[src/rtl/rrag_pkg.sv]
package rrag_pkg;

    // Register file geometry
    localparam int NUM_REGS  = 8;
    localparam int REG_IDX_W = $clog2(NUM_REGS);

    // Datapath widths
    localparam int GPR_W   = 32;
    localparam int SEG_W   = 16;
    localparam int ADDR_W  = 32;
    localparam int PTCID_W = 7;

    // Segment value sits above the offset in linear address math
    localparam int SEG_SHIFT = 16;

    typedef logic [GPR_W-1:0]     gpr_t;
    typedef logic [SEG_W-1:0]     seg_t;
    typedef logic [ADDR_W-1:0]    addr_t;
    typedef logic [REG_IDX_W-1:0] reg_idx_t;
    typedef logic [NUM_REGS-1:0]  reg_mask_t;
    typedef logic [PTCID_W-1:0]   ptcid_t;
    typedef logic [1:0]           opsize_t;
    typedef logic [1:0]           shamt_t;

    // Operand size encodings
    localparam opsize_t SIZE_BYTE  = 2'd0;
    localparam opsize_t SIZE_WORD  = 2'd1;
    localparam opsize_t SIZE_DWORD = 2'd2;
    localparam opsize_t SIZE_QWORD = 2'd3;

endpackage

[src/rtl/addr_gen.sv]
`timescale 1ns/100ps

module addr_gen (
    input  rrag_pkg::gpr_t    reg2,
    input  rrag_pkg::gpr_t    reg3,
    input  rrag_pkg::gpr_t    reg4,
    input  rrag_pkg::seg_t    seg1,
    input  rrag_pkg::seg_t    seg2,
    input  rrag_pkg::addr_t   disp,
    input  logic              usereg2,
    input  logic              usereg3,
    input  rrag_pkg::shamt_t  reg3_shfamnt,
    input  rrag_pkg::opsize_t opsize,
    output rrag_pkg::addr_t   mem_addr1,
    output rrag_pkg::addr_t   mem_addr2,
    output rrag_pkg::addr_t   mem_addr1_end,
    output rrag_pkg::addr_t   mem_addr2_end
);

    rrag_pkg::addr_t base;
    rrag_pkg::addr_t index;
    rrag_pkg::addr_t offset;
    rrag_pkg::addr_t seg1_lin;
    rrag_pkg::addr_t seg2_lin;
    rrag_pkg::addr_t span;

    // Base plus scaled index, as from ModRM/SIB
    assign base   = usereg2 ? reg2 : '0;
    assign index  = usereg3 ? (reg3 << reg3_shfamnt) : '0;
    assign offset = base + index;

    assign seg1_lin = rrag_pkg::addr_t'(seg1) << rrag_pkg::SEG_SHIFT;
    assign seg2_lin = rrag_pkg::addr_t'(seg2) << rrag_pkg::SEG_SHIFT;

    assign mem_addr1 = offset + disp + seg1_lin;
    assign mem_addr2 = reg4 + seg2_lin;

    // Last byte touched, 1/2/4/8 byte operand
    assign span = (rrag_pkg::addr_t'(1) << opsize) - rrag_pkg::addr_t'(1);

    assign mem_addr1_end = offset + disp + span;
    assign mem_addr2_end = reg4 + span;

endmodule

[src/rtl/ptc_generator.sv]
`timescale 1ns/100ps

module ptc_generator (
    input  logic             clk,
    input  logic             rst_n,
    input  logic             next,
    output rrag_pkg::ptcid_t ptcid
);

    // Wraps from 127 back to 0 by width
    always_ff @(posedge clk) begin
        if (!rst_n) begin
            ptcid <= '0;
        end else if (next) begin
            ptcid <= ptcid + rrag_pkg::ptcid_t'(1);
        end
    end

    a_tag_holds: assert property (@(posedge clk) disable iff (!rst_n)
        $past(rst_n) && !$past(next) |-> $stable(ptcid))
        else $error("instruction tag moved without an issue");

endmodule

[src/rtl/regfile.sv]
`timescale 1ns/100ps

module regfile (
    input  logic                clk,
    input  logic                rst_n,
    input  logic                issue,
    input  logic                ptc_clear,
    input  rrag_pkg::reg_mask_t dest,
    input  rrag_pkg::ptcid_t    new_ptcid,
    input  rrag_pkg::opsize_t   rdsize,
    input  rrag_pkg::reg_idx_t  rd_addr1,
    input  rrag_pkg::reg_idx_t  rd_addr2,
    input  rrag_pkg::reg_idx_t  rd_addr3,
    input  rrag_pkg::reg_idx_t  rd_addr4,
    input  rrag_pkg::gpr_t      wba_data,
    input  rrag_pkg::reg_idx_t  wba_addr,
    input  logic                wba_ld,
    input  rrag_pkg::opsize_t   wba_opsize,
    input  rrag_pkg::ptcid_t    wba_ptcid,
    input  rrag_pkg::gpr_t      wbb_data,
    input  rrag_pkg::reg_idx_t  wbb_addr,
    input  logic                wbb_ld,
    input  rrag_pkg::opsize_t   wbb_opsize,
    input  rrag_pkg::ptcid_t    wbb_ptcid,
    output rrag_pkg::gpr_t      dout1,
    output rrag_pkg::gpr_t      dout2,
    output rrag_pkg::gpr_t      dout3,
    output rrag_pkg::gpr_t      dout4,
    output logic                pend1,
    output logic                pend2,
    output logic                pend3,
    output logic                pend4
);

    rrag_pkg::gpr_t      regs [rrag_pkg::NUM_REGS];
    rrag_pkg::ptcid_t    tags [rrag_pkg::NUM_REGS];
    rrag_pkg::reg_mask_t pend;
    rrag_pkg::reg_mask_t hit_a;
    rrag_pkg::reg_mask_t hit_b;
    rrag_pkg::reg_mask_t tag_hit;

    // Narrow writes keep the upper bits of the old value
    function automatic rrag_pkg::gpr_t merge(input rrag_pkg::gpr_t old_val,
                                             input rrag_pkg::gpr_t new_val,
                                             input rrag_pkg::opsize_t size);
        case (size)
            rrag_pkg::SIZE_BYTE: return {old_val[rrag_pkg::GPR_W-1:8], new_val[7:0]};
            rrag_pkg::SIZE_WORD: return {old_val[rrag_pkg::GPR_W-1:16], new_val[15:0]};
            default:             return new_val;
        endcase
    endfunction

    function automatic rrag_pkg::gpr_t size_read(input rrag_pkg::gpr_t val,
                                                 input rrag_pkg::opsize_t size);
        case (size)
            rrag_pkg::SIZE_BYTE:  return {{(rrag_pkg::GPR_W-8){1'b0}}, val[7:0]};
            rrag_pkg::SIZE_WORD:  return {{(rrag_pkg::GPR_W-16){1'b0}}, val[15:0]};
            rrag_pkg::SIZE_DWORD,
            rrag_pkg::SIZE_QWORD: return val;
            default:              return val;
        endcase
    endfunction

    always_comb begin
        for (int r = 0; r < rrag_pkg::NUM_REGS; r++) begin
            hit_a[r]   = wba_ld && (wba_addr == rrag_pkg::reg_idx_t'(r));
            hit_b[r]   = wbb_ld && (wbb_addr == rrag_pkg::reg_idx_t'(r));
            tag_hit[r] = (hit_a[r] && (wba_ptcid == tags[r])) ||
                         (hit_b[r] && (wbb_ptcid == tags[r]));
        end
    end

    always_ff @(posedge clk) begin
        for (int r = 0; r < rrag_pkg::NUM_REGS; r++) begin
            if (!rst_n) begin
                regs[r] <= '0;
            end else if (hit_a[r]) begin
                regs[r] <= merge(regs[r], wba_data, wba_opsize);
            end else if (hit_b[r]) begin
                regs[r] <= merge(regs[r], wbb_data, wbb_opsize);
            end
        end
    end

    // Flush first, then new owner, then retiring writer
    always_ff @(posedge clk) begin
        for (int r = 0; r < rrag_pkg::NUM_REGS; r++) begin
            if (!rst_n || ptc_clear) begin
                pend[r] <= 1'b0;
            end else if (issue && dest[r]) begin
                pend[r] <= 1'b1;
            end else if (tag_hit[r]) begin
                pend[r] <= 1'b0;
            end
        end
    end

    always_ff @(posedge clk) begin
        for (int r = 0; r < rrag_pkg::NUM_REGS; r++) begin
            if (issue && dest[r]) begin
                tags[r] <= new_ptcid;
            end
        end
    end

    assign dout1 = size_read(regs[rd_addr1], rdsize);
    assign dout2 = size_read(regs[rd_addr2], rdsize);
    assign dout3 = size_read(regs[rd_addr3], rdsize);
    assign dout4 = size_read(regs[rd_addr4], rdsize);

    assign pend1 = pend[rd_addr1];
    assign pend2 = pend[rd_addr2];
    assign pend3 = pend[rd_addr3];
    assign pend4 = pend[rd_addr4];

    a_no_dual_write: assert property (@(posedge clk) disable iff (!rst_n)
        !(wba_ld && wbb_ld && (wba_addr == wbb_addr)))
        else $error("both writeback ports load the same general register");

endmodule

[src/rtl/rrag.sv]
`timescale 1ns/100ps

module rrag (
    input  logic                clk,
    input  logic                rst_n,
    input  logic                valid_in,
    input  logic                latch_empty,
    input  logic                fwd_stall,
    input  logic                ptc_clear,
    input  rrag_pkg::reg_idx_t  reg_addr1,
    input  rrag_pkg::reg_idx_t  reg_addr2,
    input  rrag_pkg::reg_idx_t  reg_addr3,
    input  rrag_pkg::reg_idx_t  reg_addr4,
    input  rrag_pkg::reg_idx_t  seg_addr1,
    input  rrag_pkg::reg_idx_t  seg_addr2,
    input  rrag_pkg::reg_idx_t  seg_addr3,
    input  rrag_pkg::reg_idx_t  seg_addr4,
    input  rrag_pkg::opsize_t   opsize_in,
    input  rrag_pkg::shamt_t    reg3_shfamnt,
    input  logic                usereg2,
    input  logic                usereg3,
    input  logic                is_rep_in,
    input  logic [1:0]          mem1_rw,
    input  logic [1:0]          mem2_rw,
    input  rrag_pkg::addr_t     disp,
    input  rrag_pkg::reg_mask_t dest_gpr,
    input  rrag_pkg::reg_mask_t dest_seg,
    input  rrag_pkg::gpr_t      wba_data,
    input  rrag_pkg::reg_idx_t  wba_addr,
    input  logic                wba_regld,
    input  rrag_pkg::opsize_t   wba_opsize,
    input  rrag_pkg::seg_t      wba_segdata,
    input  rrag_pkg::reg_idx_t  wba_segaddr,
    input  logic                wba_segld,
    input  rrag_pkg::ptcid_t    wba_ptcid,
    input  rrag_pkg::gpr_t      wbb_data,
    input  rrag_pkg::reg_idx_t  wbb_addr,
    input  logic                wbb_regld,
    input  rrag_pkg::opsize_t   wbb_opsize,
    input  rrag_pkg::seg_t      wbb_segdata,
    input  rrag_pkg::reg_idx_t  wbb_segaddr,
    input  logic                wbb_segld,
    input  rrag_pkg::ptcid_t    wbb_ptcid,
    output logic                valid_out,
    output logic                stall,
    output rrag_pkg::ptcid_t    inst_ptcid,
    output rrag_pkg::gpr_t      reg1,
    output rrag_pkg::gpr_t      reg2,
    output rrag_pkg::gpr_t      reg3,
    output rrag_pkg::gpr_t      reg4,
    output rrag_pkg::seg_t      seg1,
    output rrag_pkg::seg_t      seg2,
    output rrag_pkg::seg_t      seg3,
    output rrag_pkg::seg_t      seg4,
    output logic                r_pend1,
    output logic                r_pend2,
    output logic                r_pend3,
    output logic                r_pend4,
    output logic                s_pend1,
    output logic                s_pend2,
    output logic                s_pend3,
    output logic                s_pend4,
    output rrag_pkg::addr_t     mem_addr1,
    output rrag_pkg::addr_t     mem_addr2,
    output rrag_pkg::addr_t     mem_addr1_end,
    output rrag_pkg::addr_t     mem_addr2_end,
    output rrag_pkg::gpr_t      rep_num
);

    logic issue;
    logic mem1_use;
    logic mem2_use;
    logic mem1_stall;
    logic mem2_stall;

    assign valid_out = valid_in && !latch_empty;
    assign issue     = valid_out && !stall;

    ptc_generator i_ptcgen (
        .clk   (clk),
        .rst_n (rst_n),
        .next  (issue),
        .ptcid (inst_ptcid)
    );

    regfile i_regfile (
        .clk        (clk),
        .rst_n      (rst_n),
        .issue      (issue),
        .ptc_clear  (ptc_clear),
        .dest       (dest_gpr),
        .new_ptcid  (inst_ptcid),
        .rdsize     (opsize_in),
        .rd_addr1   (reg_addr1),
        .rd_addr2   (reg_addr2),
        .rd_addr3   (reg_addr3),
        .rd_addr4   (reg_addr4),
        .wba_data   (wba_data),
        .wba_addr   (wba_addr),
        .wba_ld     (wba_regld),
        .wba_opsize (wba_opsize),
        .wba_ptcid  (wba_ptcid),
        .wbb_data   (wbb_data),
        .wbb_addr   (wbb_addr),
        .wbb_ld     (wbb_regld),
        .wbb_opsize (wbb_opsize),
        .wbb_ptcid  (wbb_ptcid),
        .dout1      (reg1),
        .dout2      (reg2),
        .dout3      (reg3),
        .dout4      (reg4),
        .pend1      (r_pend1),
        .pend2      (r_pend2),
        .pend3      (r_pend3),
        .pend4      (r_pend4)
    );

    segfile i_segfile (
        .clk       (clk),
        .rst_n     (rst_n),
        .issue     (issue),
        .ptc_clear (ptc_clear),
        .dest      (dest_seg),
        .new_ptcid (inst_ptcid),
        .rd_addr1  (seg_addr1),
        .rd_addr2  (seg_addr2),
        .rd_addr3  (seg_addr3),
        .rd_addr4  (seg_addr4),
        .wba_data  (wba_segdata),
        .wba_addr  (wba_segaddr),
        .wba_ld    (wba_segld),
        .wba_ptcid (wba_ptcid),
        .wbb_data  (wbb_segdata),
        .wbb_addr  (wbb_segaddr),
        .wbb_ld    (wbb_segld),
        .wbb_ptcid (wbb_ptcid),
        .dout1     (seg1),
        .dout2     (seg2),
        .dout3     (seg3),
        .dout4     (seg4),
        .pend1     (s_pend1),
        .pend2     (s_pend2),
        .pend3     (s_pend3),
        .pend4     (s_pend4)
    );

    addr_gen i_addr_gen (
        .reg2          (reg2),
        .reg3          (reg3),
        .reg4          (reg4),
        .seg1          (seg1),
        .seg2          (seg2),
        .disp          (disp),
        .usereg2       (usereg2),
        .usereg3       (usereg3),
        .reg3_shfamnt  (reg3_shfamnt),
        .opsize        (opsize_in),
        .mem_addr1     (mem_addr1),
        .mem_addr2     (mem_addr2),
        .mem_addr1_end (mem_addr1_end),
        .mem_addr2_end (mem_addr2_end)
    );

    // Address operands must not wait on an older writer
    assign mem1_use   = |mem1_rw;
    assign mem2_use   = |mem2_rw;
    assign mem1_stall = mem1_use && ((usereg2 && r_pend2) || (usereg3 && r_pend3) || s_pend1);
    assign mem2_stall = mem2_use && (r_pend4 || s_pend2);
    assign stall      = fwd_stall || mem1_stall || mem2_stall;

    // Count register for string ops
    assign rep_num = is_rep_in ? reg4 : '0;

    a_stall_cause: assert property (@(posedge clk) disable iff (!rst_n)
        $rose(stall) |-> fwd_stall ||
            ((mem1_use || mem2_use) &&
             (r_pend2 || r_pend3 || r_pend4 || s_pend1 || s_pend2)))
        else $error("stall raised without a cause");

endmodule

[src/rtl/segfile.sv]
`timescale 1ns/100ps

module segfile (
    input  logic                clk,
    input  logic                rst_n,
    input  logic                issue,
    input  logic                ptc_clear,
    input  rrag_pkg::reg_mask_t dest,
    input  rrag_pkg::ptcid_t    new_ptcid,
    input  rrag_pkg::reg_idx_t  rd_addr1,
    input  rrag_pkg::reg_idx_t  rd_addr2,
    input  rrag_pkg::reg_idx_t  rd_addr3,
    input  rrag_pkg::reg_idx_t  rd_addr4,
    input  rrag_pkg::seg_t      wba_data,
    input  rrag_pkg::reg_idx_t  wba_addr,
    input  logic                wba_ld,
    input  rrag_pkg::ptcid_t    wba_ptcid,
    input  rrag_pkg::seg_t      wbb_data,
    input  rrag_pkg::reg_idx_t  wbb_addr,
    input  logic                wbb_ld,
    input  rrag_pkg::ptcid_t    wbb_ptcid,
    output rrag_pkg::seg_t      dout1,
    output rrag_pkg::seg_t      dout2,
    output rrag_pkg::seg_t      dout3,
    output rrag_pkg::seg_t      dout4,
    output logic                pend1,
    output logic                pend2,
    output logic                pend3,
    output logic                pend4
);

    rrag_pkg::seg_t      segs [rrag_pkg::NUM_REGS];
    rrag_pkg::ptcid_t    tags [rrag_pkg::NUM_REGS];
    rrag_pkg::reg_mask_t pend;
    rrag_pkg::reg_mask_t hit_a;
    rrag_pkg::reg_mask_t hit_b;
    rrag_pkg::reg_mask_t tag_hit;

    always_comb begin
        for (int r = 0; r < rrag_pkg::NUM_REGS; r++) begin
            hit_a[r]   = wba_ld && (wba_addr == rrag_pkg::reg_idx_t'(r));
            hit_b[r]   = wbb_ld && (wbb_addr == rrag_pkg::reg_idx_t'(r));
            tag_hit[r] = (hit_a[r] && (wba_ptcid == tags[r])) ||
                         (hit_b[r] && (wbb_ptcid == tags[r]));
        end
    end

    // Segment loads are always full width
    always_ff @(posedge clk) begin
        for (int r = 0; r < rrag_pkg::NUM_REGS; r++) begin
            if (!rst_n) begin
                segs[r] <= '0;
            end else if (hit_a[r]) begin
                segs[r] <= wba_data;
            end else if (hit_b[r]) begin
                segs[r] <= wbb_data;
            end
        end
    end

    always_ff @(posedge clk) begin
        for (int r = 0; r < rrag_pkg::NUM_REGS; r++) begin
            if (!rst_n || ptc_clear) begin
                pend[r] <= 1'b0;
            end else if (issue && dest[r]) begin
                pend[r] <= 1'b1;
            end else if (tag_hit[r]) begin
                pend[r] <= 1'b0;
            end
        end
    end

    always_ff @(posedge clk) begin
        for (int r = 0; r < rrag_pkg::NUM_REGS; r++) begin
            if (issue && dest[r]) begin
                tags[r] <= new_ptcid;
            end
        end
    end

    assign dout1 = segs[rd_addr1];
    assign dout2 = segs[rd_addr2];
    assign dout3 = segs[rd_addr3];
    assign dout4 = segs[rd_addr4];

    assign pend1 = pend[rd_addr1];
    assign pend2 = pend[rd_addr2];
    assign pend3 = pend[rd_addr3];
    assign pend4 = pend[rd_addr4];

    a_no_dual_write: assert property (@(posedge clk) disable iff (!rst_n)
        !(wba_ld && wbb_ld && (wba_addr == wbb_addr)))
        else $error("both writeback ports load the same segment register");

endmodule

[config.mk]
export PLATFORM = sky130hd
export DESIGN_NAME = rrag
export DESIGN_NICKNAME = d
export VERILOG_FILES = /design/src/rtl/rrag_pkg.sv /design/src/rtl/addr_gen.sv /design/src/rtl/ptc_generator.sv /design/src/rtl/regfile.sv /design/src/rtl/rrag.sv /design/src/rtl/segfile.sv
export SDC_FILE = /design/constraint.sdc
export NUM_CORES = 1
export LEC_CHECK = 0
export BUFFER_PORTS_ARGS = -buffer_cell sky130_fd_sc_hd__buf_2
export CORE_ASPECT_RATIO = 1.2
export CORE_MARGIN = 2
export CORE_UTILIZATION = 40
export CTS_CLUSTER_DIAMETER = 100
export DETAILED_ROUTE_END_ITERATION = 8
export PLACE_DENSITY = 0.61
export SLEW_MARGIN = 20
export SYNTH_ARGS = -nofsm -noshare
export SYNTH_HDL_FRONTEND = slang
export SYNTH_HIERARCHICAL = 1
export SYNTH_SLANG_ARGS = --single-unit
[constraint.sdc]
create_clock -name clk -period 10.8 [get_ports clk]
set_input_delay 1.08 -clock clk [delete_from_list [all_inputs] [get_ports clk]]
set_output_delay 1.08 -clock clk [all_outputs]
set_load 0.02 [all_outputs]
==> flow_summary_export.csv <==
group,metric,value,unit
run_status,outcome,"finished clean",
clock_network,tritoncts_num_sinks,519,
drt,remaining_drc_errors,0,
drt,via_per_inst,6.526,
sta,period_share,0.8921,
grt,grt_first_pass_wirelength,246.3,mm
power,flop_pwr_share,0.296,
grt,overall_routing_resource_usage,0.3071,
sta,maxSlewHeadroom,0.1638,
hold_path,whs_endpoint,"i_regfile/pend[4]",
sta,hold_violations,0,
sta,drv_slew,0,
sta,clock-skew-final,0.02068,ns
critical_path,r2r_startpoint,"i_regfile/pend[0]",
critical_path,crit-reg2reg-capture,"i_ptcgen/ptcid[6]",
clock_network,cts_hold_buffers,0,
critical_path,worstPathRequired,9.72,ns
synth,synth_cells,3475,
floorplanning,die_h,365.6,µm
critical_path,critical_path.top_delay_family,"compound AO/OA/AOI/OAI gates",
clock_network,cts_resized,0,
power,sw_frac_of_total,0.4094,
drt,finalWirelength,176.2,mm
synth,post_synth_num_cell_types,91,
clock_network,tritoncts,"built",
placement,portBuffers,587,
layout,final_nets,4267,
critical_path,crit_path_frequent_cell,"sky130_fd_sc_hd__o21ai_0",
grt,overflow,0,
placement,post-place-ws,1.357,ns
grt,number_of_global_route_vias_before_repair,33570,
power,leakage,0.01894,µW
synth,synth_edf_count,496,
power,comb_power_share,0.451,
critical_path,critical_path.n_buffers_inverters,3,
critical_path,critPathLaunchType,"input pin",
power,power.share.clock,0.253,
synth,synth-seq-area-share,0.3522,
layout,most_frequent_cells_in_the_layout,"583 x sky130_fd_sc_hd__buf_2, 496 x sky130_fd_sc_hd__edfxtp_1, 424 x sky130_fd_sc_hd__mux4_2",
sta,setup_slack,1.165,ns
critical_path,setup.worst_path.class,"input pin to output pin",
layout,fillers,9959,
placement,post-place-cells,5235,
floorplanning,placement_rows,132,
sta,period_needed,9.635,ns
layout,multi_input_comb_area,26750,µm²
drt,dr_total_vias,35040,
layout,ff_latch_area,15350,µm²
critical_path,slowest_stage,"sky130_fd_sc_hd__mux4_2",
sta,setup_viol,0,
clock_network,max-clock-path-buffers,3,
floorplanning,start_util,0.4036,
synth,yosys_warnings,6,
synth,synth_top_area_cell,"sky130_fd_sc_hd__edfxtp_1",
drt,final_antenna_net_count,0,
synth,synth.avg_cell_area,12.55,µm²
hold_path,whs_path_depth,2,
placement,place.detailed.hpwl,126.8,mm
job,timing.max_cap.violations,0,
layout,layoutNonFillerInstCount,5369,
layout,area_delta_synth_final,14.36,%
critical_path,critPathMaxFanout,36,
floorplanning,fp.coreArea,108000,µm²
drt,dr.first_iter.drc_count,3992,
sta,finalHoldWorstSlack,0.5465,ns
grt,grt_max_degree,64,
clock_network,ctsRootBufferMaster,"sky130_fd_sc_hd__clkbuf_16",
synth,async_reset_ff_frac,0,
synth,synth.area.top_cells,"sky130_fd_sc_hd__edfxtp_1 34%, sky130_fd_sc_hd__mux4_2 22%, sky130_fd_sc_hd__a22o_1 7.2%, sky130_fd_sc_hd__xnor2_1 4.9%, sky130_fd_sc_hd__ha_1 3.5%",
power,ir_worst_vdd,0.1685,mV
critical_path,max_stage_delay,0.60,ns
synth,synth.ff_latch_count,519,
sta,fin_setup_tns,0,ns
clock_network,cts-htree-levels,2,
critical_path,worstPathArrival,8.56,ns
hold_path,holdCritStartpoint,"i_regfile/pend[4]",
hold_path,timing.hold.worst.class,"flip-flop to flip-flop",
placement,globalplace.congestion,0.9253,
drt,detailedRoute.firstPassIterationCount,5,
critical_path,reg2reg_setup_slack,7.00,ns
layout,final_common_cell,"sky130_fd_sc_hd__buf_2",
power,powerDensity,165.7,nW/µm²
synth,mappedNetlistArea,43590,µm²
sta,rsz0062_at_grt,"no",
critical_path,timing.reg2reg.worst_path_depth,7,
floorplanning,die_w,305.4,µm
floorplanning,io_pins,588,
clock_network,clock_latency,0.65,ns
synth,yosys_most_used_dff,"sky130_fd_sc_hd__edfxtp_1",
power,intPower,4877,µW
grt,antenna_violations_before_repair,50,
layout,layout-drive-gt1-share,0.3490,
drt,wl_per_cell,32.83,µm
clock_network,post_cts_buffers,0,
synth,yosysTopAreaCellShare,0.3417,
critical_path,critical_path.endpoint_type,"output pin",
floorplanning,dieArea,111700,µm²
sta,clock.fmax,0.1038,GHz
sta,worst_pin_slew,1.254,ns
clock_network,total_cts_buffers,56,
power,power.switching,3381,µW
clock_network,cts_clock_pin_slew_for_the_worst_setup_and_hold_paths,0.06,ns
[through the flow]
stage	area [µm²]	utilization	power, µW
floorplan	43680	-	4808
global placement	47700	0.4416	6114
detailed placement	47720	0.4418	6143
CTS	49730	0.4604	8215
global route	49830	0.4613	8551
finish	49850	0.4615	8258
[cell type report]
class / count / share of cell area
diodes: 25 / 0.001255
inverters: 52 / 0.003915
clock buffers: 67 / 0.03017
multi-input cells: 2574 / 0.5366
repair buffers: 686 / 0.07474
flip-flops and latches: 519 / 0.3080
well taps: 1407 / 0.03531
clock inverters: 39 / 0.01001
[sequential cells by signal, indices dropped and copies added, names as in the netlist]
register	flops
i_regfile/regs	256
i_ptcgen/ptcid	7
i_regfile/tags	56
i_segfile/tags	56
i_regfile/pend	8
i_segfile/segs	128
i_segfile/pend	8
[cells in the mapped netlist, types with 8 or more instances]
cell type,number
sky130_fd_sc_hd__a211oi_1,8
sky130_fd_sc_hd__a21o_1,31
sky130_fd_sc_hd__a21oi_1,89
sky130_fd_sc_hd__a22o_1,360
sky130_fd_sc_hd__a31oi_1,10
sky130_fd_sc_hd__and2_1,115
sky130_fd_sc_hd__and3_1,17
sky130_fd_sc_hd__buf_1,76
sky130_fd_sc_hd__buf_2,78
sky130_fd_sc_hd__buf_4,18
sky130_fd_sc_hd__clkbuf_1,163
sky130_fd_sc_hd__clkbuf_2,14
sky130_fd_sc_hd__dfxtp_1,23
sky130_fd_sc_hd__edfxtp_1,496
sky130_fd_sc_hd__fa_1,36
sky130_fd_sc_hd__ha_1,123
sky130_fd_sc_hd__inv_1,49
sky130_fd_sc_hd__mux2_2,107
sky130_fd_sc_hd__mux2i_1,118
sky130_fd_sc_hd__mux4_2,424
sky130_fd_sc_hd__nand2_1,118
sky130_fd_sc_hd__nand2b_1,14
sky130_fd_sc_hd__nand3_1,42
sky130_fd_sc_hd__nand3b_1,9
sky130_fd_sc_hd__nand4_1,60
sky130_fd_sc_hd__nor2_1,135
sky130_fd_sc_hd__nor2b_1,90
sky130_fd_sc_hd__nor3_1,21
sky130_fd_sc_hd__nor3_2,8
sky130_fd_sc_hd__o21a_1,14
sky130_fd_sc_hd__o21ai_0,83
sky130_fd_sc_hd__o21ai_1,8
sky130_fd_sc_hd__o2bb2ai_1,16
sky130_fd_sc_hd__or3_1,25
sky130_fd_sc_hd__or4_1,15
sky130_fd_sc_hd__xnor2_1,245
sky130_fd_sc_hd__xor2_1,90
[kinds of logic (layout without fill, tap and decap cells)]
kind of cell,Yosys count,after routing,synth area share
AOI/OAI and AO/OA,695,695,0.1239
xor gates and xnor gates,336,336,0.06768
adders and majority gates,159,159,0.05183
buffers and inverters,406,844,0.04001
DFF,519,519,0.3522
muxes,649,649,0.2738
other,1,50,0.00008602
and+or+nand+nor,710,710,0.09047
[metal layers]
| metal | vias to the layer above | part of all wire | track usage |
|---|---|---|---|
| met5 | - | 0.0011 | 0 |
| met4 | 32 | 0.056 | 0.1520 |
| met3 | 449 | 0.11 | 0.07913 |
| met2 | 2251 | 0.45 | 0.4850 |
| met1 | 17680 | 0.38 | 0.3930 |
| li1 | 14620 | - | - |
[how the worst max path moves through the flow]
| stage | from | endpoint | cells after the start |
|---|---|---|---|
| 2_1_floorplan | reg_addr3[0] | mem_addr1[31] | 28 |
| 3_3_place_gp | reg_addr3[0] | mem_addr1[28] | 26 |
| 3_5_place_dp | reg_addr3[0] | mem_addr1[28] | 26 |
| 4_1_cts | reg_addr3[0] | mem_addr1[28] | 26 |
| 5_1_grt | reg_addr3[0] | mem_addr1[28] | 26 |
| 6_report | reg_addr3[0] | mem_addr1[28] | 26 |
[power by group through the flow]
stage	logic [µW]	clock network [µW]	registers [µW]
floorplan	2370	0	2440
global route	3920	2170	2460
CTS	3670	2100	2440
detailed placement	3660	0	2480
global placement	3640	0	2470
finish	3720	2090	2450
[worst min-delay path: stages, from the launching register on]
cell	delay, ns
sky130_fd_sc_hd__dfxtp_1	0.36
sky130_fd_sc_hd__o41ai_1	0.08
sky130_fd_sc_hd__o2bb2ai_1	0.06
(Power assumes the default switching activity.)
